[config.mk]
export PLATFORM = sky130hd
export DESIGN_NAME = lpif_adapter
export DESIGN_NICKNAME = d
export VERILOG_FILES = /design/src/logic/lpif_pkg.sv /design/src/logic/phy_pkg.sv /design/src/logic/lpif_adapter.sv /design/src/logic/lpif_lsm.sv /design/src/logic/lpif_rx.sv /design/src/logic/lpif_tx.sv
export SDC_FILE = /design/constraint.sdc
export NUM_CORES = 1
export LEC_CHECK = 0
export BUFFER_PORTS_ARGS = -buffer_cell sky130_fd_sc_hd__clkbuf_2
export CORE_MARGIN = 8
export CORE_UTILIZATION = 30
export DETAILED_ROUTE_END_ITERATION = 16
export GPL_ROUTABILITY_DRIVEN = 0
export PLACE_DENSITY = 0.55
export SYNTH_ARGS = -nofsm -noshare
export SYNTH_HDL_FRONTEND = slang
export SYNTH_HIERARCHICAL = 1
export SYNTH_SLANG_ARGS = --single-unit
[constraint.sdc]
create_clock -name lclk -period 4.6 [get_ports lclk]
set_input_delay 0.92 -clock lclk [delete_from_list [all_inputs] [get_ports lclk]]
set_output_delay 0.92 -clock lclk [all_outputs]
set_load 0.05 [all_outputs]
[src/logic/lpif_pkg.sv]
// Link-layer side definitions for the single-clock LPIF adapter
// One flit of LPIF_DATA_WIDTH bits per lclk cycle, no valid lanes
// Stream ids outside the three below are rejected on the upstream path
// State codes match the values seen on pl_state_sts

package lpif_pkg;

  //////////////////////////////////////////////////////////////////////
  // Flit geometry
  //////////////////////////////////////////////////////////////////////

  localparam int LPIF_DATA_WIDTH = 32;

  //////////////////////////////////////////////////////////////////////
  // Stream ids
  //////////////////////////////////////////////////////////////////////

  localparam logic [7:0] STREAM_MEM_CACHE = 8'h01;  // CXL.mem / CXL.cache
  localparam logic [7:0] STREAM_IO        = 8'h02;  // CXL.io
  localparam logic [7:0] STREAM_ARB_MUX   = 8'h03;  // ARB/MUX control

  //////////////////////////////////////////////////////////////////////
  // Link states
  //////////////////////////////////////////////////////////////////////

  // Subset of the LPIF state encodings
  typedef enum logic [3:0] {
    RESET     = 4'b0000,
    ACTIVE    = 4'b0001,
    L1        = 4'b0100,
    LINKERROR = 4'b1010
  } lpif_state_t;

endpackage

[src/logic/phy_pkg.sv]
// PHY lane word definitions
// One lane word carries either a data flit or a link state message
// The payload is a packed union, so both views must keep the same width
// Credits count lane words, not bytes

package phy_pkg;

  //////////////////////////////////////////////////////////////////////
  // Flow control
  //////////////////////////////////////////////////////////////////////

  localparam int                  CREDIT_W   = 3;
  localparam logic [CREDIT_W-1:0] TX_CREDITS = 3'd4;  // Receiver buffer depth

  //////////////////////////////////////////////////////////////////////
  // Lane word layout
  //////////////////////////////////////////////////////////////////////

  typedef enum logic [1:0] {
    NONE  = 2'd0,  // Idle lane
    DATA  = 2'd1,
    STATE = 2'd2
  } lane_kind_t;

  typedef struct packed {
    logic [7:0]                           stream;
    logic [lpif_pkg::LPIF_DATA_WIDTH-1:0] data;
  } data_view_t;

  // Fill pads the 4-bit code up to the flit view width
  typedef struct packed {
    logic [3:0]                           code;
    logic [lpif_pkg::LPIF_DATA_WIDTH+3:0] fill;
  } state_view_t;

  typedef union packed {
    data_view_t  flit;
    state_view_t msg;
  } lane_payload_u;

  typedef struct packed {
    lane_kind_t    kind;
    lane_payload_u payload;
  } lane_word_t;

endpackage

[src/logic/lpif_adapter.sv]
// LPIF link-layer to PHY adapter, single lclk domain
// One 32-bit flit per cycle framed into one lane word
// lpbk_en must stay static while traffic is running
// In loopback a flit handshake at N shows on pl_valid at N+2

`timescale 1ns/100ps

module lpif_adapter (
  input  logic                                 lclk,
  input  logic                                 rst,

  // Link layer
  input  logic                                 lp_irdy,
  input  logic [lpif_pkg::LPIF_DATA_WIDTH-1:0] lp_data,
  input  logic [7:0]                           lp_stream,
  input  lpif_pkg::lpif_state_t                lp_state_req,
  input  logic                                 lp_stallack,
  input  logic                                 lp_linkerror,
  output logic                                 pl_trdy,
  output logic                                 pl_valid,
  output logic [lpif_pkg::LPIF_DATA_WIDTH-1:0] pl_data,
  output logic [7:0]                           pl_stream,
  output logic                                 pl_error,
  output lpif_pkg::lpif_state_t                pl_state_sts,
  output logic                                 pl_stallreq,

  // PHY lane
  output logic                                 phy_tx_valid,
  output phy_pkg::lane_word_t                  phy_tx_word,
  input  logic                                 phy_rx_valid,
  input  phy_pkg::lane_word_t                  phy_rx_word,
  input  logic                                 phy_credit_return,
  input  logic                                 lpbk_en
);

  import lpif_pkg::*;

  logic        msg_req;
  lpif_state_t msg_state;
  logic        link_active;
  logic        credit_in;
  logic        rx_state_vld;
  lpif_state_t rx_state;

  //////////////////////////////////////////////////////////////////////
  // Link state machine
  //////////////////////////////////////////////////////////////////////

  lpif_lsm lpif_lsm_i (
    .lclk         (lclk),
    .rst          (rst),
    .lp_state_req (lp_state_req),
    .lp_stallack  (lp_stallack),
    .lp_linkerror (lp_linkerror),
    .rx_state_vld (rx_state_vld),
    .rx_state     (rx_state),
    .msg_req      (msg_req),
    .msg_state    (msg_state),
    .link_active  (link_active),
    .pl_stallreq  (pl_stallreq),
    .pl_state_sts (pl_state_sts)
  );

  // Downstream framing
  lpif_tx lpif_tx_i (
    .lclk         (lclk),
    .rst          (rst),
    .link_active  (link_active),
    .lp_irdy      (lp_irdy),
    .lp_data      (lp_data),
    .lp_stream    (lp_stream),
    .msg_req      (msg_req),
    .msg_state    (msg_state),
    .credit_in    (credit_in),
    .pl_trdy      (pl_trdy),
    .phy_tx_valid (phy_tx_valid),
    .phy_tx_word  (phy_tx_word)
  );

  // Upstream deframing, loopback tap on the tx lane
  lpif_rx lpif_rx_i (
    .lclk              (lclk),
    .rst               (rst),
    .lpbk_en           (lpbk_en),
    .tx_valid          (phy_tx_valid),
    .tx_word           (phy_tx_word),
    .phy_rx_valid      (phy_rx_valid),
    .phy_rx_word       (phy_rx_word),
    .phy_credit_return (phy_credit_return),
    .credit_in         (credit_in),
    .pl_valid          (pl_valid),
    .pl_error          (pl_error),
    .pl_data           (pl_data),
    .pl_stream         (pl_stream),
    .rx_state_vld      (rx_state_vld),
    .rx_state          (rx_state)
  );

endmodule

[src/logic/lpif_lsm.sv]
// Link state machine for the LPIF adapter
// Moves RESET -> ACTIVE -> L1 by exchanging state messages over the lane
// A transition completes only after the partner echoes the same state
// In loopback the partner is this adapter, so its own message closes it
// lp_linkerror wins over every other input and is seen one cycle later
// Only a RESET request leaves L1 or LINKERROR

`timescale 1ns/100ps

module lpif_lsm (
  input  logic                  lclk,
  input  logic                  rst,
  input  lpif_pkg::lpif_state_t lp_state_req,
  input  logic                  lp_stallack,
  input  logic                  lp_linkerror,
  input  logic                  rx_state_vld,
  input  lpif_pkg::lpif_state_t rx_state,
  output logic                  msg_req,
  output lpif_pkg::lpif_state_t msg_state,
  output logic                  link_active,
  output logic                  pl_stallreq,
  output lpif_pkg::lpif_state_t pl_state_sts
);

  import lpif_pkg::*;

  lpif_state_t state_q;
  lpif_state_t peer_q;  // Last state message from the partner
  logic        sent_q;  // Our message for the next state is out

  assign pl_state_sts = state_q;
  assign link_active  = (state_q == ACTIVE);

  //////////////////////////////////////////////////////////////////////
  // State register and message requests
  //////////////////////////////////////////////////////////////////////

  always_ff @(posedge lclk)
  begin
    msg_req <= 1'b0;  // Single-cycle pulse
    if (rst)
    begin
      state_q     <= RESET;
      peer_q      <= RESET;
      sent_q      <= 1'b0;
      pl_stallreq <= 1'b0;
    end
    else if (lp_linkerror)
    begin
      state_q     <= LINKERROR;
      sent_q      <= 1'b0;
      pl_stallreq <= 1'b0;
    end
    else
    begin
      if (rx_state_vld)
        peer_q <= rx_state;

      case (state_q)
        RESET:
        begin
          if (lp_state_req == ACTIVE && !sent_q)
          begin
            msg_req   <= 1'b1;
            msg_state <= ACTIVE;
            sent_q    <= 1'b1;
          end
          else if (sent_q && peer_q == ACTIVE)
          begin
            state_q <= ACTIVE;
            sent_q  <= 1'b0;
          end
        end

        ACTIVE:
        begin
          // Stall handshake first, then the L1 message
          if (pl_stallreq)
          begin
            if (lp_stallack)
            begin
              pl_stallreq <= 1'b0;
              msg_req     <= 1'b1;
              msg_state   <= L1;
              sent_q      <= 1'b1;
            end
          end
          else if (!sent_q && lp_state_req == L1)
            pl_stallreq <= 1'b1;
          else if (sent_q && peer_q == L1)
          begin
            state_q <= L1;
            sent_q  <= 1'b0;
          end
        end

        L1, LINKERROR:
        begin
          if (lp_state_req == RESET)
          begin
            state_q <= RESET;
            peer_q  <= RESET;  // Forget the old handshake
            sent_q  <= 1'b0;
          end
        end

        default: state_q <= LINKERROR;  // Illegal code
      endcase
    end
  end

  // Stall request is held until the link layer acknowledges it
  stallreq_held: assert property (
    @(posedge lclk) disable iff (rst)
    pl_stallreq && !lp_stallack && !lp_linkerror |=> pl_stallreq
  );

endmodule

[src/logic/lpif_rx.sv]
// Upstream deframing for the LPIF adapter
// lpbk_en picks the local tx lane instead of the PHY receive lane
// DATA words with an unknown stream id raise pl_error and are dropped
// There is no back-pressure, every word is consumed on arrival
// Lane word at cycle M gives pl_valid, pl_error or rx_state_vld at M+1

`timescale 1ns/100ps

module lpif_rx (
  input  logic                                 lclk,
  input  logic                                 rst,
  input  logic                                 lpbk_en,
  input  logic                                 tx_valid,
  input  phy_pkg::lane_word_t                  tx_word,
  input  logic                                 phy_rx_valid,
  input  phy_pkg::lane_word_t                  phy_rx_word,
  input  logic                                 phy_credit_return,
  output logic                                 credit_in,
  output logic                                 pl_valid,
  output logic                                 pl_error,
  output logic [lpif_pkg::LPIF_DATA_WIDTH-1:0] pl_data,
  output logic [7:0]                           pl_stream,
  output logic                                 rx_state_vld,
  output lpif_pkg::lpif_state_t                rx_state
);

  import lpif_pkg::*;
  import phy_pkg::*;

  logic       in_vld;
  lane_word_t in_word;
  logic       is_data;
  logic       is_state;
  logic       legal_id;
  logic       consumed_q;  // Loopback credit, one per word

  // Lane select
  assign in_vld  = lpbk_en ? tx_valid : phy_rx_valid;
  assign in_word = lpbk_en ? tx_word  : phy_rx_word;

  assign is_data  = in_vld && (in_word.kind == DATA);
  assign is_state = in_vld && (in_word.kind == STATE);

  always_comb
  begin
    case (in_word.payload.flit.stream)
      STREAM_MEM_CACHE, STREAM_IO, STREAM_ARB_MUX: legal_id = 1'b1;
      default:                                     legal_id = 1'b0;
    endcase
  end

  //////////////////////////////////////////////////////////////////////
  // Output registers
  //////////////////////////////////////////////////////////////////////

  always_ff @(posedge lclk)
  begin
    if (rst)
    begin
      pl_valid     <= 1'b0;
      pl_error     <= 1'b0;
      rx_state_vld <= 1'b0;
      consumed_q   <= 1'b0;
    end
    else
    begin
      pl_valid     <= is_data && legal_id;
      pl_error     <= is_data && !legal_id;  // One-cycle pulse
      rx_state_vld <= is_state;
      consumed_q   <= in_vld;
    end
  end

  always_ff @(posedge lclk)
  begin
    if (is_data && legal_id)
    begin
      pl_data   <= in_word.payload.flit.data;
      pl_stream <= in_word.payload.flit.stream;
    end
    if (is_state)
      rx_state <= lpif_state_t'(in_word.payload.msg.code);
  end

  assign credit_in = lpbk_en ? consumed_q : phy_credit_return;

  valid_xor_error: assert property (
    @(posedge lclk) disable iff (rst) !(pl_valid && pl_error)
  );

endmodule

[src/logic/lpif_tx.sv]
// Downstream framing for the LPIF adapter
// Turns accepted flits and state messages into one registered lane word
// A pending state message blocks new flits until it has been sent
// Every lane word spends one credit, credit_in returns one
// Starts with TX_CREDITS after reset and never sends at zero credits
// Handshake or message send at cycle N shows on phy_tx_* at N+1

`timescale 1ns/100ps

module lpif_tx (
  input  logic                                 lclk,
  input  logic                                 rst,
  input  logic                                 link_active,
  input  logic                                 lp_irdy,
  input  logic [lpif_pkg::LPIF_DATA_WIDTH-1:0] lp_data,
  input  logic [7:0]                           lp_stream,
  input  logic                                 msg_req,
  input  lpif_pkg::lpif_state_t                msg_state,
  input  logic                                 credit_in,
  output logic                                 pl_trdy,
  output logic                                 phy_tx_valid,
  output phy_pkg::lane_word_t                  phy_tx_word
);

  import lpif_pkg::*;
  import phy_pkg::*;

  logic                msg_pend_q;
  lpif_state_t         msg_q;
  logic [CREDIT_W-1:0] credit_q;
  logic                has_credit;
  logic                data_go;
  logic                msg_go;
  logic                send;

  assign has_credit = (credit_q != '0);

  // Registered terms only
  assign pl_trdy = link_active && has_credit && !msg_pend_q;

  assign msg_go  = msg_pend_q && has_credit;  // Message first
  assign data_go = lp_irdy && pl_trdy;
  assign send    = msg_go || data_go;

  //////////////////////////////////////////////////////////////////////
  // Pending message and credits
  //////////////////////////////////////////////////////////////////////

  always_ff @(posedge lclk)
  begin
    if (rst)
      msg_pend_q <= 1'b0;
    else if (msg_req)
      msg_pend_q <= 1'b1;
    else if (msg_go)
      msg_pend_q <= 1'b0;
  end

  always_ff @(posedge lclk)
  begin
    if (msg_req)
      msg_q <= msg_state;
  end

  always_ff @(posedge lclk)
  begin
    if (rst)
      credit_q <= TX_CREDITS;
    else
    begin
      case ({send, credit_in})
        2'b10:   credit_q <= credit_q - 1'b1;
        2'b01:   credit_q <= credit_q + 1'b1;
        default: credit_q <= credit_q;  // Both or neither
      endcase
    end
  end

  //////////////////////////////////////////////////////////////////////
  // Lane word register
  //////////////////////////////////////////////////////////////////////

  always_ff @(posedge lclk)
  begin
    if (rst)
    begin
      phy_tx_valid     <= 1'b0;
      phy_tx_word.kind <= NONE;
    end
    else
    begin
      phy_tx_valid     <= send;
      phy_tx_word.kind <= msg_go ? STATE : (data_go ? DATA : NONE);
    end
  end

  always_ff @(posedge lclk)
  begin
    if (msg_go)
    begin
      phy_tx_word.payload.msg.code <= msg_q;
      phy_tx_word.payload.msg.fill <= '0;
    end
    else if (data_go)
    begin
      phy_tx_word.payload.flit.stream <= lp_stream;
      phy_tx_word.payload.flit.data   <= lp_data;
    end
  end

  credit_bound: assert property (
    @(posedge lclk) disable iff (rst) credit_q <= TX_CREDITS
  );

  // A word on the lane was paid for in the cycle before
  no_send_at_zero: assert property (
    @(posedge lclk) disable iff (rst) phy_tx_valid |-> $past(credit_q) != '0
  );

endmodule

After elaboration in Yosys (flattened, before gate mapping)
Index checks and enable logic that the tools add are counted.

Bits of input ports: 94. Register bits: 114. Output and inout bits: 91. Logic and storage cells: 132.

Multiplexer cells: 41. $add $sub $neg: 2. Reduce and logical (&&, ||, !) cells: 32. Bitwise operators: 2. Eq/ne operators: 33.

Operators by type and width (count): two-way mux 40 bit (2); two-way mux 4 bit (13); two-way mux 42 bit (1); AND reduction 6 bit (4); != test 3 bit, second input constant (7); two-way mux 1 bit (19); == test 8 x 2 -> 1 bit, second input constant (2); == test 4 x 1 -> 1 bit, second input constant (3); == test 4 x 3 -> 1 bit, second input constant (3); logical AND 1 bit (12); != test 2 bit, second input constant (6); case mux 4 bit (3 select lines) (1); == test 8 x 1 -> 1 bit, second input constant (1); zero test 4 bit (2); case mux 4 bit (2 select lines) (1); nonzero test 2 bit (4); != test 2 x 1 -> 1 bit, second input constant (3); != test 3 x 2 -> 1 bit, second input constant (2); case mux 3 bit (2 select lines) (1); nonzero test 3 bit (2); OR reduction 2 bit (3); == test 2 x 1 -> 1 bit, second input constant (2); == test 2 bit, second input constant (2); == test 4 bit, second input constant (1); other kinds (10) (13).

Longest topological paths before layout
Gate-level depths: netlist of the first run.

Depth after elaboration: 7. Depth in mapped cells: 13. Mapped depth without buffers: 11.

Modules after synthesis
The synthesis of the first run kept the hierarchy.

By module, submodules not included: lpif_rx (cells each 113, instances 1, area each 2038.2 µm²); lpif_tx (cells each 123, instances 1, area each 1672.9 µm²); lpif_lsm (cells each 75, instances 1, area each 644.4 µm²).

Worst setup path after synthesis of the first run
OpenSTA, ideal clock, no wires.

Kind: input to register. Start: in lpbk_en. End: reg lpif_rx_i/pl_data[0] (netlist name), enable pin. Stages on the path: 5. Arrival: 3.374 ns. Path slack: 0.788 ns. Required time: 4.162 ns. Buffers on the path: 1. Cell sequence: buf_6 > mux2_4 > nor4_4 > o21ai_2 > nor2_1.

RTL lines: start, declared (line lpif_adapter.sv:33) `input logic lpbk_en`; end signal, assigned (line lpif_rx.sv:78) `pl_data <= in_word.payload.flit.data;`; end, declared (line lpif_rx.sv:21) `output logic [lpif_pkg::LPIF_DATA_WIDTH-1:0] pl_data,`.

Worst setup path in the final report of the first run
Start: in lpbk_en. End: reg lpif_tx_i.credit_q[2].

Cells in the longest elaborated chain, start to end: 3. Elaborated cells between the ends (all ways): 5. Those cells by class: 2 x eq/ne; 2 x mux; 1 x reduce/logical.

RTL lines: two-way mux 1 bit (*) (line lpif_rx.sv:85) `assign credit_in = lpbk_en ? consumed_q : phy_credit_return;`; via credit_in (line lpif_adapter.sv:41) `logic credit_in;`; == test 2 x 1 -> 1 bit or == test 2 bit (tied branches) (line lpif_tx.sv:71) `case ({send, credit_in})`; case mux 3 bit (2 select lines) or nonzero test 2 bit (tied branches); end signal, assigned (line lpif_tx.sv:72) `2'b10: credit_q <= credit_q - 1'b1;`; end signal, assigned (line lpif_tx.sv:73) `2'b01: credit_q <= credit_q + 1'b1;`; end signal, assigned (line lpif_tx.sv:74) `default: credit_q <= credit_q;`; end, declared (line lpif_tx.sv:30) `logic [CREDIT_W-1:0] credit_q;`.

Mark *: on every way through the listed nets, which the timed path passes. The rest lies on a longest branch. A chain may end at the register's enable or synchronous reset.

==> results of run 1 <==
## flip-flops by register name, summed over array words and instances, names as in the netlist, 2 cells and up
name and count:
lpif_tx_i/credit_q 3, lpif_tx_i/msg_q 4, lpif_tx_i/phy_tx_word 42, lpif_lsm_i/peer_q 4, lpif_rx_i/rx_state 4, lpif_rx_i/pl_data 32, lpif_lsm_i/msg_state 2, lpif_rx_i/pl_stream 8
lpif_lsm_i/pl_state_sts 3
## report_power, final
group	internal (mW)	switching, mW
combinational	0.0654	0.0585
sequential	1.04	0.00901
clock	0.497	0.342
## worst max-delay path: cells and delay by family
family / cells / cell delay (ps)
xor gates and xnor gates: 1 / 170
muxes: 1 / 210
adders and majority gates: 2 / 570
AOI/OAI and AO/OA: 1 / 130
buffers and inverters: 3 / 1020
and+or+nand+nor: 1 / 360
## worst paths after layout
check / end / from / slack (ps)
setup reg to reg: lpif_tx_i/credit_q[2] / lpif_lsm_i/pl_state_sts[1] / 1420
hold / removal: lpif_tx_i/msg_q[2] / lpif_lsm_i/msg_state[2] / 420
hold reg to reg: lpif_tx_i/msg_q[2] / lpif_lsm_i/msg_state[2] / 420
setup / recovery: lpif_tx_i/credit_q[2] / lpbk_en / 1410
## cells by family (layout without fill, tap and decap cells)
kind of cell / Yosys count / after routing / synth area share (%)
buffers and inverters: 27 / 211 / 3.390
adders and majority gates: 3 / 3 / 1.005
and+or+nand+nor: 55 / 55 / 7.498
other: 1 / 2 / 0.08610
AOI/OAI and AO/OA: 63 / 63 / 11.72
muxes: 47 / 47 / 12.07
DFF: 111 / 111 / 63.43
xor gates and xnor gates: 4 / 4 / 0.8045
## per-layer routing
| layer | up-vias | global-route usage, % | wire (um) |
|---|---|---|---|
| met5 | - | 0 | 0 |
| met4 | 0 | 3.661 | 126 |
| met3 | 8 | 4.956 | 1031 |
| met2 | 109 | 21.47 | 5992 |
| met1 | 1520 | 15.21 | 4963 |
| li1 | 1545 | - | - |
## metrics by stage
stage	cell area, sq um	std cells	utilization [%]	worst slack (ps)	hold slack [ps]
2_1_floorplan	4359	312	-	788.3	400.3
3_3_place_gp	5431	664	37.80	1127	403.5
3_5_place_dp	5431	664	37.80	1025	411.0
4_1_cts	5756	680	40.06	1392	428.6
5_1_grt	5756	680	40.06	1117	431.9
6_report	5756	680	40.06	1406	424.4
## synthesized netlist by cell type (2+ instances only)
cell,number
dfxtp_1,57
edfxtp_1,54
a22o_1,40
mux2_2,40
nor2_1,20
buf_2,10
inv_1,6
mux2i_1,6
o21ai_0,6
clkbuf_1,4
nand2_1,4
nor2b_1,4
nor4_1,4
a21oi_1,3
and3_1,3
buf_4,3
buf_6,3
nand3_1,3
nor3_1,3
o21a_1,3
xor2_1,3
a31oi_1,2
a41oi_1,2
nand3b_1,2
nor3b_1,2
## area by class of cell
| type | count | area [sq um] | area share, % |
|---|---|---|---|
| clock buffers | 12 | 246.5 | 4.283 |
| clock inverters | 4 | 77.57 | 1.348 |
| inverters | 7 | 26.28 | 0.4565 |
| multi-input cells | 174 | 1461 | 25.39 |
| flip-flops and latches | 111 | 2763 | 48.00 |
| well taps | 184 | 230.2 | 4.000 |
| repair buffers | 188 | 950.9 | 16.52 |
==> impl_metrics.tcl, run 1 <==
set metrics [dict create \
    outcome "complete, no violations" \
    final_common_cell "clkbuf_2" \
    period_minus_slack_ps 3194 \
    cts.repair.resized 0 \
    ioPinCount 185 \
    grt_max_degree 41 \
    clock-root-buffer "clkbuf_16" \
    synth_ff_type "dfxtp_1" \
    arrival_ps 3420 \
    area_growth_pct 32.15 \
    synth-edff-count 54 \
    setup_viol 0 \
    ctsHoldBuffers 0 \
    viasPerCell 4.679 \
    worstPathCellList "clkbuf_2 > buf_4 > mux2_2 > ha_1 > inv_1 > fa_1 > xor2_1 > o21ai_0 > or3b_1" \
    max_freq_mhz 313.1 \
    cts.sinks 111 \
    cts_max_path_buffers 2 \
    synth_area_per_cell_sq_um 14.00 \
    syn-cell-area_sq_um 4355 \
    yosys_register_bits 111 \
    vias 3182 \
    maxSlewViolCount 0 \
    leakage_nw 2.497 \
    ys.warnings.count 6 \
    placeableCoreArea_sq_um 14370 \
    num-nets-final 587 \
    path_clk_slew_ps 70 \
    yosysTopAreaCell "edfxtp_1" \
    postRouteWirelength_um 12110 \
    n_antenna_cell 0 \
    grt_antenna_before_repair 0 \
    finClkSkew_ps 4.892 \
    grt_pass1_wl_um 18480 \
    ys_top_cells_by_area "edfxtp_1, dfxtp_1, mux2_2, a22o_1, nor2_1" \
    tightest_slew_ps 1251 \
    first_global_vias 3313 \
    cp_max_fo 29 \
    gr-total-overflow 0 \
    finalCritPeriodShare_pct 69.44 \
    async_flop_share_pct 0 \
    finalHoldViolations 0 \
    drc 0 \
    dpl.hpwl_um 9202 \
    power_density_nw_per_um2 349.5 \
    slowest_delay_ps 550 \
    rsz0062_at_grt "false" \
    start_kind "primary input" \
    clk_latency_ps 340 \
    htreeDepth 3 \
    fp.dieH_um 136.5 \
    setup-tns-final_ps 0 \
    r2r_cells 12 \
    numCtsBuffers 9 \
    post_cts_buffers 0 \
    cpMaxStageDelayCell "clkbuf_2" \
    nFillCells 1379 \
    die-area_sq_um 18630 \
    drv_cap 0 \
    power_mw 2.012 \
    synth.distinct_cells 49 \
    synth_top_area_share_pct 37.23 \
    portBuffers 184 \
    hold_path.class "flop to flop" \
    crit_type "primary input to flop" \
    initial_core_util_pct 30.31 \
    track_usage_pct 12.92 \
    slew_headroom_pct 16.12 \
    mostFrequentLayoutCells "clkbuf_2, dfxtp_1, edfxtp_1" \
    placementRows 44 \
    drt-initial-drc-count 118 \
    die_w_um 136.5 \
    ant_nets 0 \
    crit_required_ps 4820 \
    ir_drop_mv 0.1612 \
    cp-end-kind "flop" \
    routedWlPerCell_um 17.81 \
    drt_pass1_iterations 4 \
    synth-seq-area-share_pct 63.43 \
    worstHoldPathCells 0 \
    cts_tree "built" \
    syn-instance-count 311 \
    drive_gt1_share_pct 51.01 \
]
Power figures use the tool's default switching activity.
==> run 2: changes to the inputs <==
clock period = 3 ns   (was 4.6 ns; I/O delays follow)
==> run 2 against run 1 <==
Compared with the run above:
- clock power rose by 30%
- final area fell by 0.78%
- worst setup slack got worse by 910 ps
- flip-flop and latch count did not move
- global-route usage rose by 0.16 points
- sequential share of layout area rose by 0.42 points
- first-iteration DRC count fell by 0.85%
- clock skew rose by 4.0 ps
- non-clock buffer count rose by 3
==> impl_metrics.tcl, run 2 (synthesized netlist as in run 1, its figures left out) <==
set metrics [dict create \
    period_minus_slack_ps 2501 \
    grt_antenna_before_repair 0 \
    dp_slack_ps 515.2 \
    placeableCoreArea_sq_um 14370 \
    maxSlewViolCount 0 \
    area_growth_pct 31.11 \
    leakage_nw 2.478 \
    portBuffers 184 \
    crit_required_ps 3230 \
    nFillCells 1379 \
    power_density_nw_per_um2 505.3 \
    power_mw 2.886 \
    drc 0 \
    drv_cap 0 \
    cts_max_path_buffers 2 \
    setup-tns-final_ps 0 \
    setup_viol 0 \
    drt-initial-drc-count 117 \
    cts.repair.resized 0 \
    arrival_ps 2740 \
    initial_core_util_pct 30.31 \
    dpl.hpwl_um 9434 \
    top_register "lpif_tx_i/phy_tx_word" \
    ant_nets 0 \
    cp-end-kind "flop" \
    post_cts_buffers 0 \
    finClkSkew_ps 8.893 \
    crit_type "flop to flop" \
    largest_reg_flops 42 \
    postRouteWirelength_um 12300 \
    rsz0062_at_grt "false" \
    ctsHoldBuffers 0 \
    routedWlPerCell_um 18.01 \
    path_clk_slew_ps 70 \
    cts.sinks 111 \
    grt_pass1_wl_um 18620 \
    fp.dieH_um 136.5 \
    first_global_vias 3336 \
    hold_path.class "flop to flop" \
    start_kind "flop" \
    outcome "complete, no violations" \
    drt_pass1_iterations 4 \
    clock-root-buffer "clkbuf_16" \
    finalHoldViolations 0 \
    n_antenna_cell 0 \
    ir_drop_mv 0.2448 \
    die_w_um 136.5 \
    grt_max_degree 39 \
    numCtsBuffers 9 \
    final_common_cell "clkbuf_2" \
    max_freq_mhz 399.8 \
    fin_util_pct 39.74 \
    worst_slack_ps 498.7 \
    drive_gt1_share_pct 50.90 \
    viasPerCell 4.722 \
    die-area_sq_um 18630 \
    ioPinCount 185 \
    largestRegisters "lpif_tx_i/phy_tx_word (42), lpif_rx_i/pl_data (32), lpif_rx_i/pl_stream (8)" \
    cts_tree "built" \
    num-nets-final 590 \
    holdWs_ps 425.3 \
    clk_latency_ps 350 \
    mostFrequentLayoutCells "clkbuf_2, dfxtp_1, edfxtp_1" \
    htreeDepth 3 \
    placementRows 44 \
    gr-total-overflow 0 \
    vias 3225 \
    cp_max_fo 11 \
    slew_headroom_pct 42.66 \
    finalCritPeriodShare_pct 83.38 \
    track_usage_pct 13.08 \
    tightest_slew_ps 851.2 \
]
==> run 2: final timing paths <==
check	cells after the start	start	to	slack [ps]
worst max-delay path	11	lpif_lsm_i/pl_state_sts[1]	lpif_tx_i/credit_q[2]	500
worst min-delay path	0	lpif_lsm_i/msg_state[2]	lpif_tx_i/msg_q[2]	430
worst min register to register	0	lpif_lsm_i/msg_state[2]	lpif_tx_i/msg_q[2]	430
worst max register to register	11	lpif_lsm_i/pl_state_sts[1]	lpif_tx_i/credit_q[2]	500
==> run 2: per-stage QoR <==
| stage | area, sq um | instances |
|---|---|---|
| 2_1_floorplan | 4364 | 312 |
| 3_3_place_gp | 5456 | 667 |
| 3_5_place_dp | 5456 | 667 |
| 4_1_cts | 5710 | 683 |
| 5_1_grt | 5710 | 683 |
| 6_report | 5710 | 683 |
==> run 2: worst max-delay path, cell delays in order (launching register included) <==
cell and delay, ps:
dfxtp_2 440, nor2_1 140, nand2_1 130, inv_1 110, a21oi_1 160, or2_1 150, ha_1 200, inv_1 60
fa_1 370, xor2_1 160, o21ai_0 130, or3b_1 340
==> run 2: report_power, final <==
| group | total, mW | internal, mW | switching [mW] |
|---|---|---|---|
| registers | 1.61 | 1.59 | 0.0137 |
| logic | 0.191 | 0.101 | 0.0897 |
| clock network | 1.09 | 0.567 | 0.519 |
| total | 2.89 | 2.26 | 0.623 |
==> run 2: layout make-up <==
class                      instances  area [sq um]  area share (%)
clock buffer                      15         247.7           4.338
clock inverter                     1         6.256          0.1096
inverter                           7         26.28          0.4601
multi-input combinational        174          1461           25.59
sequential                       111          2765           48.42
tap                              184         230.2           4.032
timing repair buffer             191         973.4           17.05
==> run 2: metal layers <==
layer  vias up  routed length (um)  GRT usage (%)
met5         -                   0              0
met1      1540                5059          15.70
met4         0                 278          6.467
li1       1542                   -              -
met3        19                1019          3.524
met2       124                5944          21.25
